[src/verilog/id_pkg.sv]
// widths, opcode and alu enums, fetch/writeback/execute/branch bus structs
`default_nettype none

package id_pkg;

  localparam int XLEN        = 64;
  localparam int INST_WD     = 32;
  localparam int REG_ADDR_WD = 5;

  // rv64i major opcodes handled here
  typedef enum logic [6:0] {
    OP_LUI    = 7'b0110111,
    OP_AUIPC  = 7'b0010111,
    OP_JAL    = 7'b1101111,
    OP_JALR   = 7'b1100111,
    OP_BRANCH = 7'b1100011,
    OP_LOAD   = 7'b0000011,
    OP_STORE  = 7'b0100011,
    OP_IMM    = 7'b0010011,
    OP_OP     = 7'b0110011,
    OP_IMM32  = 7'b0011011,
    OP_OP32   = 7'b0111011,
    OP_SYSTEM = 7'b1110011
  } opcode_e;

  typedef enum logic [3:0] {
    ALU_ADD  = 4'd0,
    ALU_SUB  = 4'd1,
    ALU_SLL  = 4'd2,
    ALU_SLT  = 4'd3,
    ALU_SLTU = 4'd4,
    ALU_XOR  = 4'd5,
    ALU_SRL  = 4'd6,
    ALU_SRA  = 4'd7,
    ALU_OR   = 4'd8,
    ALU_AND  = 4'd9,
    ALU_LUI  = 4'd10  // pass src2 through
  } alu_op_e;

  typedef enum logic {
    SRC1_RS1 = 1'b0,
    SRC1_PC  = 1'b1
  } alu_src1_e;

  typedef enum logic [1:0] {
    SRC2_RS2  = 2'd0,
    SRC2_IMM  = 2'd1,
    SRC2_FOUR = 2'd2  // link address for jumps
  } alu_src2_e;

  typedef struct packed {
    logic [INST_WD-1:0] inst;
    logic [XLEN-1:0]    pc;
  } fs_to_ds_t;

  typedef struct packed {
    logic                   wen;
    logic [REG_ADDR_WD-1:0] waddr;
    logic [XLEN-1:0]        wdata;
  } ws_to_rf_t;

  typedef struct packed {
    alu_src1_e  alu_src1;
    alu_src2_e  alu_src2;
    alu_op_e    alu_op;
    logic       word_cut;  // *w ops, result sign-extended from 32 bits
    logic       gpr_wen;
    logic       mem_ren;
    logic       mem_wen;
    logic [2:0] mem_op;    // load/store funct3
    logic       ebreak;
    logic       invalid;
  } ctrl_t;

  typedef struct packed {
    logic [XLEN-1:0]        rs1data;
    logic [XLEN-1:0]        rs2data;
    logic [XLEN-1:0]        imm;
    logic [XLEN-1:0]        pc;
    logic [REG_ADDR_WD-1:0] rd;
    ctrl_t                  ctrl;
  } ds_to_es_t;

  typedef struct packed {
    logic            stall;
    logic            taken;
    logic [XLEN-1:0] target;
  } br_t;

endpackage

`default_nettype wire
[src/verilog/id_stage.sv]
// id_stage: decode stage top, control, decoder, regfile, branch unit, execute payload
`default_nettype none

module id_stage (
  input  logic                           i_clk,
  input  logic                           i_arst_n,
  // fetch
  input  logic                           i_fs_valid,
  input  id_pkg::fs_to_ds_t              i_fs_bus,
  output logic                           o_ds_allowin,
  // execute
  output logic                           o_ds_to_es_valid,
  output id_pkg::ds_to_es_t              o_ds_to_es_bus,
  input  logic                           i_es_allowin,
  // writeback to regfile
  input  id_pkg::ws_to_rf_t              i_ws_to_rf,
  // downstream destinations for hazard check
  input  logic [id_pkg::REG_ADDR_WD-1:0] i_es_rd,
  input  logic [id_pkg::REG_ADDR_WD-1:0] i_ms_rd,
  input  logic [id_pkg::REG_ADDR_WD-1:0] i_ws_rd,
  // to fetch
  output id_pkg::br_t                    o_br
);

  logic                           ds_valid, ds_stall, ds_ready;
  logic [id_pkg::INST_WD-1:0]     ds_inst;
  logic [id_pkg::XLEN-1:0]        ds_pc;
  logic [id_pkg::REG_ADDR_WD-1:0] rs1, rs2, rd;
  logic                           uses_rs1, uses_rs2;
  logic [id_pkg::XLEN-1:0]        rs1data, rs2data, imm;
  id_pkg::ctrl_t                  ctrl;
  logic                           bren, jal, jalr;
  logic [2:0]                     brfunc;
  logic                           br_sel;
  logic [id_pkg::XLEN-1:0]        br_target;

  id_stage_ctrl u_ctrl (
    .i_clk        (i_clk),
    .i_arst_n     (i_arst_n),
    .i_fs_valid   (i_fs_valid),
    .i_fs_bus     (i_fs_bus),
    .o_ds_allowin (o_ds_allowin),
    .i_es_allowin (i_es_allowin),
    .i_es_rd      (i_es_rd),
    .i_ms_rd      (i_ms_rd),
    .i_ws_rd      (i_ws_rd),
    .i_rs1        (rs1),
    .i_rs2        (rs2),
    .i_uses_rs1   (uses_rs1),
    .i_uses_rs2   (uses_rs2),
    .o_valid      (ds_valid),
    .o_inst       (ds_inst),
    .o_pc         (ds_pc),
    .o_stall      (ds_stall),
    .o_ready      (ds_ready)
  );

  id_decoder u_dec (
    .i_inst     (ds_inst),
    .o_rs1      (rs1),
    .o_rs2      (rs2),
    .o_rd       (rd),
    .o_uses_rs1 (uses_rs1),
    .o_uses_rs2 (uses_rs2),
    .o_imm      (imm),
    .o_ctrl     (ctrl),
    .o_bren     (bren),
    .o_brfunc   (brfunc),
    .o_jal      (jal),
    .o_jalr     (jalr)
  );

  id_regfile u_gprs (
    .i_clk    (i_clk),
    .i_arst_n (i_arst_n),
    .i_raddr1 (rs1),
    .o_rdata1 (rs1data),
    .i_raddr2 (rs2),
    .o_rdata2 (rs2data),
    .i_wr     (i_ws_to_rf)
  );

  id_branch_unit u_bru (
    .i_rs1data   (rs1data),
    .i_rs2data   (rs2data),
    .i_pc        (ds_pc),
    .i_imm       (imm),
    .i_bren      (bren),
    .i_brfunc    (brfunc),
    .i_jal       (jal),
    .i_jalr      (jalr),
    .o_br_sel    (br_sel),
    .o_br_target (br_target)
  );

  assign o_ds_to_es_valid = ds_ready;

  always_comb begin
    o_ds_to_es_bus.rs1data = rs1data;
    o_ds_to_es_bus.rs2data = rs2data;
    o_ds_to_es_bus.imm     = imm;
    o_ds_to_es_bus.pc      = ds_pc;
    o_ds_to_es_bus.rd      = rd;
    o_ds_to_es_bus.ctrl    = ctrl;
  end

  // fetch holds off while a control transfer waits on operands
  assign o_br.stall  = ds_valid && ds_stall && (bren || jal || jalr);
  assign o_br.taken  = o_ds_to_es_valid && i_es_allowin && br_sel;  // only at transfer
  assign o_br.target = br_target;

endmodule

`default_nettype wire

[src/verilog/id_branch_unit.sv]
// id_branch_unit: branch condition and target for branches and jumps
`default_nettype none

module id_branch_unit (
  input  logic [id_pkg::XLEN-1:0] i_rs1data,
  input  logic [id_pkg::XLEN-1:0] i_rs2data,
  input  logic [id_pkg::XLEN-1:0] i_pc,
  input  logic [id_pkg::XLEN-1:0] i_imm,
  input  logic                    i_bren,
  input  logic [2:0]              i_brfunc,
  input  logic                    i_jal,
  input  logic                    i_jalr,
  output logic                    o_br_sel,
  output logic [id_pkg::XLEN-1:0] o_br_target
);

  logic                    eq;
  logic                    lt;
  logic                    ltu;
  logic                    cond;
  logic [id_pkg::XLEN-1:0] base;
  logic [id_pkg::XLEN-1:0] sum;

  assign eq  = (i_rs1data == i_rs2data);
  assign lt  = ($signed(i_rs1data) < $signed(i_rs2data));
  assign ltu = (i_rs1data < i_rs2data);

  always_comb begin
    case (i_brfunc)
      3'b000:  cond = eq;    // beq
      3'b001:  cond = !eq;   // bne
      3'b100:  cond = lt;
      3'b101:  cond = !lt;   // bge
      3'b110:  cond = ltu;
      3'b111:  cond = !ltu;  // bgeu
      default: cond = 1'b0;
    endcase
  end

  // jalr is relative to rs1, the rest to pc
  assign base = i_jalr ? i_rs1data : i_pc;
  assign sum  = base + i_imm;

  assign o_br_target = i_jalr ? {sum[id_pkg::XLEN-1:1], 1'b0} : sum;
  assign o_br_sel    = i_jal || i_jalr || (i_bren && cond);

endmodule

`default_nettype wire

[src/verilog/id_stage_ctrl.sv]
// stage valid bit, fetch payload latch, hazard check, allowin/ready
`default_nettype none

module id_stage_ctrl (
  input  logic                           i_clk,
  input  logic                           i_arst_n,
  // from fetch
  input  logic                           i_fs_valid,
  input  id_pkg::fs_to_ds_t              i_fs_bus,
  output logic                           o_ds_allowin,
  // from execute
  input  logic                           i_es_allowin,
  // destinations still in flight
  input  logic [id_pkg::REG_ADDR_WD-1:0] i_es_rd,
  input  logic [id_pkg::REG_ADDR_WD-1:0] i_ms_rd,
  input  logic [id_pkg::REG_ADDR_WD-1:0] i_ws_rd,
  // sources of the held instruction
  input  logic [id_pkg::REG_ADDR_WD-1:0] i_rs1,
  input  logic [id_pkg::REG_ADDR_WD-1:0] i_rs2,
  input  logic                           i_uses_rs1,
  input  logic                           i_uses_rs2,
  // held instruction and status
  output logic                           o_valid,
  output logic [id_pkg::INST_WD-1:0]     o_inst,
  output logic [id_pkg::XLEN-1:0]        o_pc,
  output logic                           o_stall,
  output logic                           o_ready
);

  logic              ds_valid;
  id_pkg::fs_to_ds_t fs_bus_r;
  logic              hazard;

  function automatic logic rd_hit(input logic [id_pkg::REG_ADDR_WD-1:0] rd);
    logic hit1, hit2;
    hit1 = i_uses_rs1 && (rd == i_rs1);
    hit2 = i_uses_rs2 && (rd == i_rs2);
    return (rd != '0) && (hit1 || hit2);
  endfunction

  always_comb begin
    hazard = rd_hit(i_es_rd) || rd_hit(i_ms_rd) || rd_hit(i_ws_rd);
  end

  assign o_ready      = ds_valid && !hazard;
  assign o_ds_allowin = !ds_valid || (o_ready && i_es_allowin);

  always_ff @(posedge i_clk or negedge i_arst_n) begin
    if (!i_arst_n) begin
      ds_valid <= 1'b0;
    end else if (o_ds_allowin) begin
      ds_valid <= i_fs_valid;
    end
  end

  always_ff @(posedge i_clk) begin
    if (i_fs_valid && o_ds_allowin) begin
      fs_bus_r <= i_fs_bus;
    end
  end

  assign o_valid = ds_valid;
  assign o_inst  = fs_bus_r.inst;
  assign o_pc    = fs_bus_r.pc;
  assign o_stall = hazard;  // qualified with valid in the top

endmodule

`default_nettype wire

[src/verilog/id_regfile.sv]
// id_regfile: 32x64 gpr file, two async read ports, one writeback port
`default_nettype none

module id_regfile (
  input  logic                           i_clk,
  input  logic                           i_arst_n,
  // read port 1
  input  logic [id_pkg::REG_ADDR_WD-1:0] i_raddr1,
  output logic [id_pkg::XLEN-1:0]        o_rdata1,
  // read port 2
  input  logic [id_pkg::REG_ADDR_WD-1:0] i_raddr2,
  output logic [id_pkg::XLEN-1:0]        o_rdata2,
  // from writeback
  input  id_pkg::ws_to_rf_t              i_wr
);

  // x0 has no storage
  logic [id_pkg::XLEN-1:0] regs [1:31];

  always_ff @(posedge i_clk or negedge i_arst_n) begin
    if (!i_arst_n) begin
      for (int i = 1; i < 32; i++) begin
        regs[i] <= '0;
      end
    end else if (i_wr.wen && i_wr.waddr != '0) begin
      regs[i_wr.waddr] <= i_wr.wdata;
    end
  end

  // no bypass, old value seen on a write cycle
  always_comb begin
    o_rdata1 = '0;
    o_rdata2 = '0;
    if (i_raddr1 != '0) begin
      o_rdata1 = regs[i_raddr1];
    end
    if (i_raddr2 != '0) begin
      o_rdata2 = regs[i_raddr2];
    end
  end

endmodule

`default_nettype wire

[src/verilog/id_decoder.sv]
// id_decoder: rv64i decode into register indices, immediate and control
`default_nettype none

module id_decoder (
  input  logic [id_pkg::INST_WD-1:0]     i_inst,
  output logic [id_pkg::REG_ADDR_WD-1:0] o_rs1,
  output logic [id_pkg::REG_ADDR_WD-1:0] o_rs2,
  output logic [id_pkg::REG_ADDR_WD-1:0] o_rd,
  output logic                           o_uses_rs1,
  output logic                           o_uses_rs2,
  output logic [id_pkg::XLEN-1:0]        o_imm,
  output id_pkg::ctrl_t                  o_ctrl,
  output logic                           o_bren,
  output logic [2:0]                     o_brfunc,
  output logic                           o_jal,
  output logic                           o_jalr
);

  logic [6:0]              opcode;
  logic [2:0]              funct3;
  logic [6:0]              funct7;
  logic [id_pkg::XLEN-1:0] imm_i, imm_s, imm_b, imm_u, imm_j;
  logic                    legal;
  logic                    uses_rs1, uses_rs2;
  logic                    bren, jal, jalr;
  id_pkg::ctrl_t           ctrl;

  assign opcode = i_inst[6:0];
  assign funct3 = i_inst[14:12];
  assign funct7 = i_inst[31:25];

  assign imm_i = {{52{i_inst[31]}}, i_inst[31:20]};
  assign imm_s = {{52{i_inst[31]}}, i_inst[31:25], i_inst[11:7]};
  assign imm_b = {{51{i_inst[31]}}, i_inst[31], i_inst[7], i_inst[30:25], i_inst[11:8], 1'b0};
  assign imm_u = {{32{i_inst[31]}}, i_inst[31:12], 12'b0};
  assign imm_j = {{43{i_inst[31]}}, i_inst[31], i_inst[19:12], i_inst[20], i_inst[30:21], 1'b0};

  // funct3 to alu op, alt picks sub/sra
  function automatic id_pkg::alu_op_e f3_to_alu(input logic [2:0] f3, input logic alt);
    id_pkg::alu_op_e op;
    case (f3)
      3'b000:  op = alt ? id_pkg::ALU_SUB : id_pkg::ALU_ADD;
      3'b001:  op = id_pkg::ALU_SLL;
      3'b010:  op = id_pkg::ALU_SLT;
      3'b011:  op = id_pkg::ALU_SLTU;
      3'b100:  op = id_pkg::ALU_XOR;
      3'b101:  op = alt ? id_pkg::ALU_SRA : id_pkg::ALU_SRL;
      3'b110:  op = id_pkg::ALU_OR;
      default: op = id_pkg::ALU_AND;
    endcase
    return op;
  endfunction

  always_comb begin
    ctrl.alu_src1 = id_pkg::SRC1_RS1;
    ctrl.alu_src2 = id_pkg::SRC2_IMM;
    ctrl.alu_op   = id_pkg::ALU_ADD;
    ctrl.word_cut = 1'b0;
    ctrl.gpr_wen  = 1'b0;
    ctrl.mem_ren  = 1'b0;
    ctrl.mem_wen  = 1'b0;
    ctrl.mem_op   = 3'b000;
    ctrl.ebreak   = 1'b0;
    ctrl.invalid  = 1'b0;
    o_imm         = '0;
    legal         = 1'b0;
    uses_rs1      = 1'b0;
    uses_rs2      = 1'b0;
    bren          = 1'b0;
    jal           = 1'b0;
    jalr          = 1'b0;

    case (id_pkg::opcode_e'(opcode))
      id_pkg::OP_LUI: begin
        legal        = 1'b1;
        o_imm        = imm_u;
        ctrl.alu_op  = id_pkg::ALU_LUI;
        ctrl.gpr_wen = 1'b1;
      end
      id_pkg::OP_AUIPC: begin
        legal         = 1'b1;
        o_imm         = imm_u;
        ctrl.alu_src1 = id_pkg::SRC1_PC;
        ctrl.gpr_wen  = 1'b1;
      end
      id_pkg::OP_JAL, id_pkg::OP_JALR: begin
        legal         = (opcode == id_pkg::OP_JAL) || (funct3 == 3'b000);
        jal           = (opcode == id_pkg::OP_JAL);
        jalr          = (opcode == id_pkg::OP_JALR);
        uses_rs1      = jalr;
        o_imm         = jal ? imm_j : imm_i;
        ctrl.alu_src1 = id_pkg::SRC1_PC;  // rd = pc + 4
        ctrl.alu_src2 = id_pkg::SRC2_FOUR;
        ctrl.gpr_wen  = 1'b1;
      end
      id_pkg::OP_BRANCH: begin
        legal    = (funct3[2:1] != 2'b01);
        bren     = 1'b1;
        uses_rs1 = 1'b1;
        uses_rs2 = 1'b1;
        o_imm    = imm_b;
      end
      id_pkg::OP_LOAD: begin
        legal        = (funct3 != 3'b111);
        uses_rs1     = 1'b1;
        o_imm        = imm_i;
        ctrl.gpr_wen = 1'b1;
        ctrl.mem_ren = 1'b1;
        ctrl.mem_op  = funct3;
      end
      id_pkg::OP_STORE: begin
        legal        = !funct3[2];
        uses_rs1     = 1'b1;
        uses_rs2     = 1'b1;
        o_imm        = imm_s;
        ctrl.mem_wen = 1'b1;
        ctrl.mem_op  = funct3;
      end
      id_pkg::OP_IMM, id_pkg::OP_IMM32: begin
        ctrl.word_cut = (opcode == id_pkg::OP_IMM32);
        if (ctrl.word_cut) begin
          legal = (funct3 == 3'b000) || (funct3 == 3'b001 && funct7 == 7'b0) ||
                  (funct3 == 3'b101 && (funct7 == 7'b0 || funct7 == 7'b0100000));
        end else begin
          legal = (funct3 != 3'b001 && funct3 != 3'b101) ||
                  (funct3 == 3'b001 && i_inst[31:26] == 6'b0) ||
                  (funct3 == 3'b101 && (i_inst[31:26] == 6'b0 || i_inst[31:26] == 6'b010000));
        end
        uses_rs1     = 1'b1;
        o_imm        = imm_i;
        ctrl.alu_op  = f3_to_alu(funct3, funct3 == 3'b101 && i_inst[30]);
        ctrl.gpr_wen = 1'b1;
      end
      id_pkg::OP_OP, id_pkg::OP_OP32: begin
        ctrl.word_cut = (opcode == id_pkg::OP_OP32);
        legal = (funct7 == 7'b0 &&
                 (!ctrl.word_cut || funct3 == 3'b000 || funct3 == 3'b001 || funct3 == 3'b101)) ||
                (funct7 == 7'b0100000 && (funct3 == 3'b000 || funct3 == 3'b101));
        uses_rs1      = 1'b1;
        uses_rs2      = 1'b1;
        ctrl.alu_src2 = id_pkg::SRC2_RS2;
        ctrl.alu_op   = f3_to_alu(funct3, funct7[5]);
        ctrl.gpr_wen  = 1'b1;
      end
      id_pkg::OP_SYSTEM: begin
        legal       = (i_inst == 32'h0010_0073);  // ebreak only
        ctrl.ebreak = legal;
      end
      default: legal = 1'b0;
    endcase

    // illegal encodings must not touch state
    if (!legal) begin
      ctrl.gpr_wen = 1'b0;
      ctrl.mem_ren = 1'b0;
      ctrl.mem_wen = 1'b0;
      uses_rs1     = 1'b0;
      uses_rs2     = 1'b0;
      bren         = 1'b0;
      jal          = 1'b0;
      jalr         = 1'b0;
    end
    ctrl.invalid = !legal;
  end

  assign o_rs1      = i_inst[19:15];
  assign o_rs2      = i_inst[24:20];
  assign o_rd       = ctrl.gpr_wen ? i_inst[11:7] : '0;  // zero when nothing written
  assign o_uses_rs1 = uses_rs1;
  assign o_uses_rs2 = uses_rs2;
  assign o_ctrl     = ctrl;
  assign o_bren     = bren;
  assign o_brfunc   = funct3;
  assign o_jal      = jal;
  assign o_jalr     = jalr;

endmodule

`default_nettype wire

[config.mk]
export PLATFORM = sky130hd
export DESIGN_NAME = id_stage
export DESIGN_NICKNAME = d
export VERILOG_FILES = /design/src/verilog/id_pkg.sv /design/src/verilog/id_stage.sv /design/src/verilog/id_branch_unit.sv /design/src/verilog/id_stage_ctrl.sv /design/src/verilog/id_regfile.sv /design/src/verilog/id_decoder.sv
export SDC_FILE = /design/constraint.sdc
export NUM_CORES = 2
export LEC_CHECK = 0
export BUFFER_PORTS_ARGS = -buffer_cell sky130_fd_sc_hd__buf_2
export CAP_MARGIN = 20
export CELL_PAD_IN_SITES_DETAIL_PLACEMENT = 0
export CELL_PAD_IN_SITES_GLOBAL_PLACEMENT = 2
export CORE_ASPECT_RATIO = 0.8
export CORE_MARGIN = 2
export CORE_UTILIZATION = 46
export DETAILED_ROUTE_END_ITERATION = 16
export PLACE_DENSITY_LB_ADDON = 0.05
export SYNTH_ARGS = -nofsm -noshare
export SYNTH_HDL_FRONTEND = slang
export SYNTH_SLANG_ARGS = --single-unit
[constraint.sdc]
create_clock -name i_clk -period 9.6 [get_ports i_clk]
set_clock_uncertainty 0.15 [all_clocks]
set_input_delay 0.48 -clock i_clk [delete_from_list [all_inputs] [get_ports i_clk]]
set_output_delay 0.48 -clock i_clk [all_outputs]
set_load 0.02 [all_outputs]
* Word level (Yosys, flattened, before mapping)
Cells that the tools add are included.
** Word-level totals
- Register bits after elaboration :: 2081
- Output and inout port bits :: 345
- Logic and storage cells :: 197
** Operators by class
- Add/subtract/negate cells :: 1
- Magnitude comparators :: 6
- Equality and inequality tests :: 33
- Multiplexer cells :: 45
- Bitwise operators :: 3
- Reduce and logical (&&, ||, !) cells :: 75
** Operators with widths (number)
- bitwise mux 1984 bit :: 1
- binary-select mux 64 bit (select 5 bit) :: 2
- two-way mux 64 bit :: 8
- demux 64 bit (select 5 bit) :: 1
- case mux 64 bit (5 select lines) :: 1
- < comparator 64 bit :: 2
- adder 64 bit :: 1
- equality test 64 bit :: 1
- case mux 4 bit (7 select lines) :: 2
- equality test 7 x 6 -> 1 bit (second input constant) :: 5
- equality test 32 x 21 -> 1 bit (second input constant) :: 1
- equality test 5 bit :: 6
- nonzero test 5 bit :: 6
- equality test 7 bit (second input constant) :: 4
- logical AND 1 bit :: 26
- logical OR 1 bit :: 22
- equality test 7 x 5 -> 1 bit (second input constant) :: 3
- two-way mux 1 bit :: 20
- two-way mux 20 bit :: 1
- greater-or-equal comparator 6 bit (second input constant) :: 3
- inverter 5 -> 6 bit :: 3
- equality test 3 bit (second input constant) :: 4
- case mux 4 bit (3 select lines) :: 1
- OR reduction 2 bit :: 5
- other kinds (22) :: 34

* Logic depth before layout (Yosys ltp)
- Depth in word-level cells :: 19
- Gate-level depth with buffers :: 22
- Mapped depth without buffers :: 19

* By module
A second synthesis with hierarchy kept.
** Second synthesis, totals
- Cells, all modules :: 9385
- Area, all modules :: 117495.2 um^2
** By module, submodules not included
- id_regfile :: times used 1, cells each 8114, area an instance 106256.9 um^2
- id_branch_unit :: times used 1, cells each 876, area an instance 6413.7 um^2
- id_stage_ctrl :: times used 1, cells each 160, area an instance 3360.7 um^2
- id_decoder :: times used 1, cells each 233, area an instance 1447.6 um^2
- id_stage :: times used 1, cells each 2, area an instance 16.3 um^2

* Worst setup path before layout
No wires, ideal clock.
- Path kind :: reg2reg
- From :: reg u_ctrl.fs_bus_r, in the netlist u_ctrl.o_inst[15]
- To :: reg u_ctrl.fs_bus_r, in the netlist u_ctrl.o_inst[0] (enable)
- Library setup time :: 0.563 ns
- Arrival time :: 6.307 ns
- Data required time :: 8.887 ns
- Setup slack :: 2.580 ns
- Cell stages (with the launch flop) :: 13
- Clock period less this slack :: 7.020 ns
- Cell sequence :: edfxtp_1 -> buf_2 -> buf_6 -> buf_2 -> buf_2 -> xnor2_1 -> nand4_1 -> a311oi_1 -> o22ai_1 -> and2_1 -> nand2_1 -> and2_1 -> nor2b_1
** On the way
- Cells in the longest elaborated chain, start to end :: 13
- Elaborated cells on any way between the ends :: 26
- Classes of those cells :: 4 x eq/ne; 3 x mux; 19 x reduce/logical
** RTL lines
- start, declared :: line id_stage_ctrl.sv:31 : id_pkg::fs_to_ds_t fs_bus_r;
- start signal, assigned :: line id_stage_ctrl.sv:58 : fs_bus_r <= i_fs_bus;
- equality test 32 x 21 -> 1 bit :: line id_decoder.sv:146 : legal = (i_inst == 32'h0010_0073);
- case mux 1 bit (8 select lines) :: line id_decoder.sv:73 : case (id_pkg::opcode_e'(opcode))
- two-way mux 1 bit :: line id_decoder.sv:153 : if (!legal) begin
- logical AND 1 bit, on equally long branches :: line id_stage_ctrl.sv:36, id_stage_ctrl.sv:37
- logical OR 1 bit :: line id_stage_ctrl.sv:38 : return (rd != '0) && (hit1 || hit2);
- logical AND 1 bit :: line id_stage_ctrl.sv:38
- logical OR 1 bit :: line id_stage_ctrl.sv:42 : hazard = rd_hit(i_es_rd) || rd_hit(i_ms_rd) || rd_hit(i_ws_rd);
- logical OR 1 bit (*) :: line id_stage_ctrl.sv:42
- zero test 1 bit (*) :: line id_stage_ctrl.sv:45 : assign o_ready = ds_valid && !hazard;
- logical AND 1 bit (*) :: line id_stage_ctrl.sv:45
- via o_ds_to_es_valid :: line id_stage.sv:12 : output logic o_ds_to_es_valid,
- logical AND 1 bit (*) :: line id_stage_ctrl.sv:46 : assign o_ds_allowin = !ds_valid || (o_ready && i_es_allowin);
- logical OR 1 bit (*) :: line id_stage_ctrl.sv:46
- logical AND 1 bit (*) :: line id_stage_ctrl.sv:57 : if (i_fs_valid && o_ds_allowin) begin
The timed path passes the listed nets; every way through them passes the cells marked *.
A chain may end at the register's enable or synchronous reset.

==> summary.txt <==
Clock tree
  – CTS H-tree lvls: 4
  – Clk sink count: 2081
  – CTS tree: yes
  – Post_cts resized: 0
  – Clk buf depth: 4
  – TritonCTS Buffers: 231
  – Clock root buffer: clkbuf_16
  – Clk_lat worst skew: 0.90 ns
  – Clk slew on worst S/H paths: 0.06 ns
  – Post-CTS Setup Bufs: 0

Worst setup path
  – R2R Path End: u_ctrl.o_pc[18]$_DFFE_PP_
  – Max FO, Critical Path: 29
  – R2R Path Start: u_ctrl.o_inst[21]$_DFFE_PP_
  – Critical Path Max Stage Delay: 1.09 ns
  – Cells along the critical path: buf_4, buf_4, mux4_2, mux4_2, mux2i_1, ha_1, nand4_1, nor4_1, buf_4, nand3_1, nor4_1, buf_4, xnor2_1, o311ai_0, a21oi_1, or4_1, a21oi_1, buf_2
  – Top cell by count, worst path: buf_4
  – Worst EP arrival: 8.47 ns
  – Critical path class: register to output pin
  – Cells on worst reg2reg path: 13
  – CP endpoint kind: output pin
  – CP Data Required Time: 8.97 ns
  – Slowest library cell on the worst path: edfxtp_1
  – Worst setup SP type: register
  – R2R Setup Slk: 3.68 ns

Floorplanning
  – Die Ht: 453 um
  – Die Width: 565 um
  – # rows: 164
  – # IOs: 530
  – Core area: 0.250 mm2
  – Initial Utilization: 46.3%
  – Die area: 0.256 mm2

Global routing
  – Total grt overflow: 0
  – Vias in the first global route: 75700
  – GRT Util Overall: 32.1%
  – First-pass GRT wire length: 584000 um
  – Largest net degree at the start of global routing: 184
  – Initial antenna violation count: 66

Timing
  – Final hold slack: 0.0438 ns
  – Finish-stage setup viols: 0
  – Setup ws final: 0.498 ns
  – Final Critical Period: 9.10 ns
  – Rel. slew slack: 23.8%
  – Fmax: 110 MHz
  – RSZ-0062 raised after global routing: false
  – Period utilization: 94.8%
  – Fin. max-slew vios: 0
  – Final Hold Fails: 0
  – Setup_tns: 0 ns
  – Pin slew with the least headroom to its limit: 1.14 ns

Yosys
  – Synth async-reset ratio: 95.4%
  – Synthesis-stage register bit count: 2081
  – Synth Flop Type: dfrtp_1
  – Synthesized area: 0.116 mm2
  – Post-synth EDFFs: 96
  – Post-Syn Instances: 7651
  – Syn avg cell area: 15.1 um2
  – Sequential area share after synthesis: 45.4%
  – Yosys warns: 0
  – Syn Nets: 7964
  – Yosys cell types: 69

Pwr
  – Worst vdd ir: 0.000177 V
  – Pwr/cell area: 211 mW/mm2
  – Leakage: 0.0568 uW

Drt
  – Routed vias/inst: 6.56
  – Final ANT Viol Nets: 0
  – Routed WL: 411000 um
  – Via count: 74800
  – Initial DRC count: 7286
  – Drt wl/cell: 36.1 um
  – DR pass1 iterations: 7
  – DRC: 0

Layout
  – Most common cell after layout, fill and taps aside: mux2_2
  – Most frequent cells in the layout: 2172 x mux2_2, 1985 x dfrtp_1, 1139 x mux4_2, 528 x buf_2, 235 x a21oi_1
  – Layout cells sized above 1: 54.8%
  – P&R area growth vs syn: 12.4%
  – Filler cell count: 20800
  – Final nets: 8215

Job
  – Max_cap viols: 0

Outcome
  – Status: finished clean

Placed design
  – RD Place Congestion: 0.911
  – Port buffer count: 529
  – Setup WS pre-CTS: 1.52 ns
  – Post-DP HPWL: 253000 um

Min path
  – Hold Crit Class: input port to async pin
power by group:
group / switching [uW] / internal (uW)
Sequential: 1220 / 10500
Clock: 3780 / 5080
Combinational: 3190 / 3650
Total: 8190 / 19200
area by class of cell:
type                       count  area [um2]  area share [%]
sequential                  2081       52600            40.4
clock inverter                65         592           0.455
inverter                      86         323           0.248
clock buffer                 340        6770            5.20
tap                         3320        4150            3.19
timing repair buffer         823        5790            4.45
antenna                       14        35.0          0.0269
multi-input combinational   4679       59900            46.0
worst max-delay path by stage:
stage / start / to / slack, ns / cells after the start
global placement: u_ctrl.o_inst[21]$_DFFE_PP_ / o_br[64] / 1.49 / 18
floorplan: u_ctrl.o_inst[15]$_DFFE_PP_ / u_ctrl.o_inst[0]$_DFFE_PP_ / 2.58 / 12
CTS: u_ctrl.o_inst[21]$_DFFE_PP_ / o_br[64] / 0.53 / 18
finish: u_ctrl.o_inst[21]$_DFFE_PP_ / o_br[64] / 0.50 / 18
global route: u_ctrl.o_inst[15]$_DFFE_PP_ / o_br[64] / 0.44 / 18
detailed placement: u_ctrl.o_inst[21]$_DFFE_PP_ / o_br[64] / 1.52 / 18
synthesized netlist by cell type, types with 5 or more instances:
library cell     n  area share [%]
mux2i_1        130             1.1
a21boi_0         5           0.032
nand3b_1         5           0.032
o211ai_1        11           0.071
a22o_1          50            0.38
nor2b_1         42            0.23
a32oi_1         13           0.098
dfrtp_1       1985              43
nand4_1         43            0.23
nand2_1        141            0.46
mux4_2        1139              22
a211oi_1        13           0.084
buf_1          124            0.40
inv_1           86            0.28
o21bai_1        12           0.078
a211o_1         14            0.11
nor4_1          13           0.070
a221oi_1         7           0.053
edfxtp_1        96             2.5
and3_1          14           0.076
nor2_1          71            0.23
a21o_1          58            0.38
buf_4           32            0.21
xor2_1          38            0.29
xnor2_1         51            0.39
o31ai_1          6           0.039
and2_1          16           0.086
nand2b_1        16           0.086
nor3_1          34            0.15
clkbuf_1       620             2.0
mux2_2        2172              21
nand3_1         26            0.11
a21oi_1        235             1.0
o21ai_0         82            0.35
o21a_1          14           0.091
or3_1           11           0.059
a31oi_1         16           0.086
ha_1           127             1.4
buf_2           28            0.12
logic make-up after synthesis:
group / synth area share [%]
multiplexers: 44.4
flip-flops: 45.4
buffers and inverters: 3.03
AO/OA/AOI/OAI: 3.11
AND/OR/NAND/NOR: 1.96
adder cells (fa/ha/maj): 1.39
XOR/XNOR: 0.674
sequential cells by signal (all words and copies together), names as in the netlist:
signal and count:
u_gprs.regs 1984, u_ctrl.o_pc 64, u_ctrl.o_inst 32, u_ctrl.o_valid 1
worst max-delay path: cells and delay by family (launching register included):
kind / cells / cell delay (ns)
flip-flops: 1 / 1.09
adder cells (fa/ha/maj): 1 / 0.27
XOR/XNOR: 1 / 0.06
multiplexers: 3 / 1.41
AO/OA/AOI/OAI: 3 / 1.00
AND/OR/NAND/NOR: 5 / 1.97
buffers and inverters: 5 / 1.69
what timing repair did:
action                                  4_1_cts  5_1_grt
endpoints found under the setup margin        0        0
endpoints found under the hold margin       257        0
hold buffers                                100        0
metal layers:
metal	wire (um)	share of wire [%]	vias to the layer above	track usage [%]
met5	218	0.053	-	0
met2	186000	45	2787	48.8
li1	-	-	30200	-
met3	30100	7.3	630	6.21
met1	180000	44	41100	46.6
met4	14400	3.5	34	10.2
per-stage QoR:
| step | cells | power [uW] | cell area (um2) | util (%) |
|---|---|---|---|---|
| 6_report | 11400 | 27400 | 130000 | 52.1 |
| 4_1_cts | 11400 | 27600 | 130000 | 52.0 |
| 3_3_place_gp | 10900 | 18500 | 122000 | 48.6 |
| 5_1_grt | 11400 | 28600 | 130000 | 52.1 |
| 3_5_place_dp | 10900 | 18600 | 122000 | 48.7 |
| 2_1_floorplan | 7651 | 16200 | 116000 | - |
No activity file was read; power rests on OpenSTA's default activity.
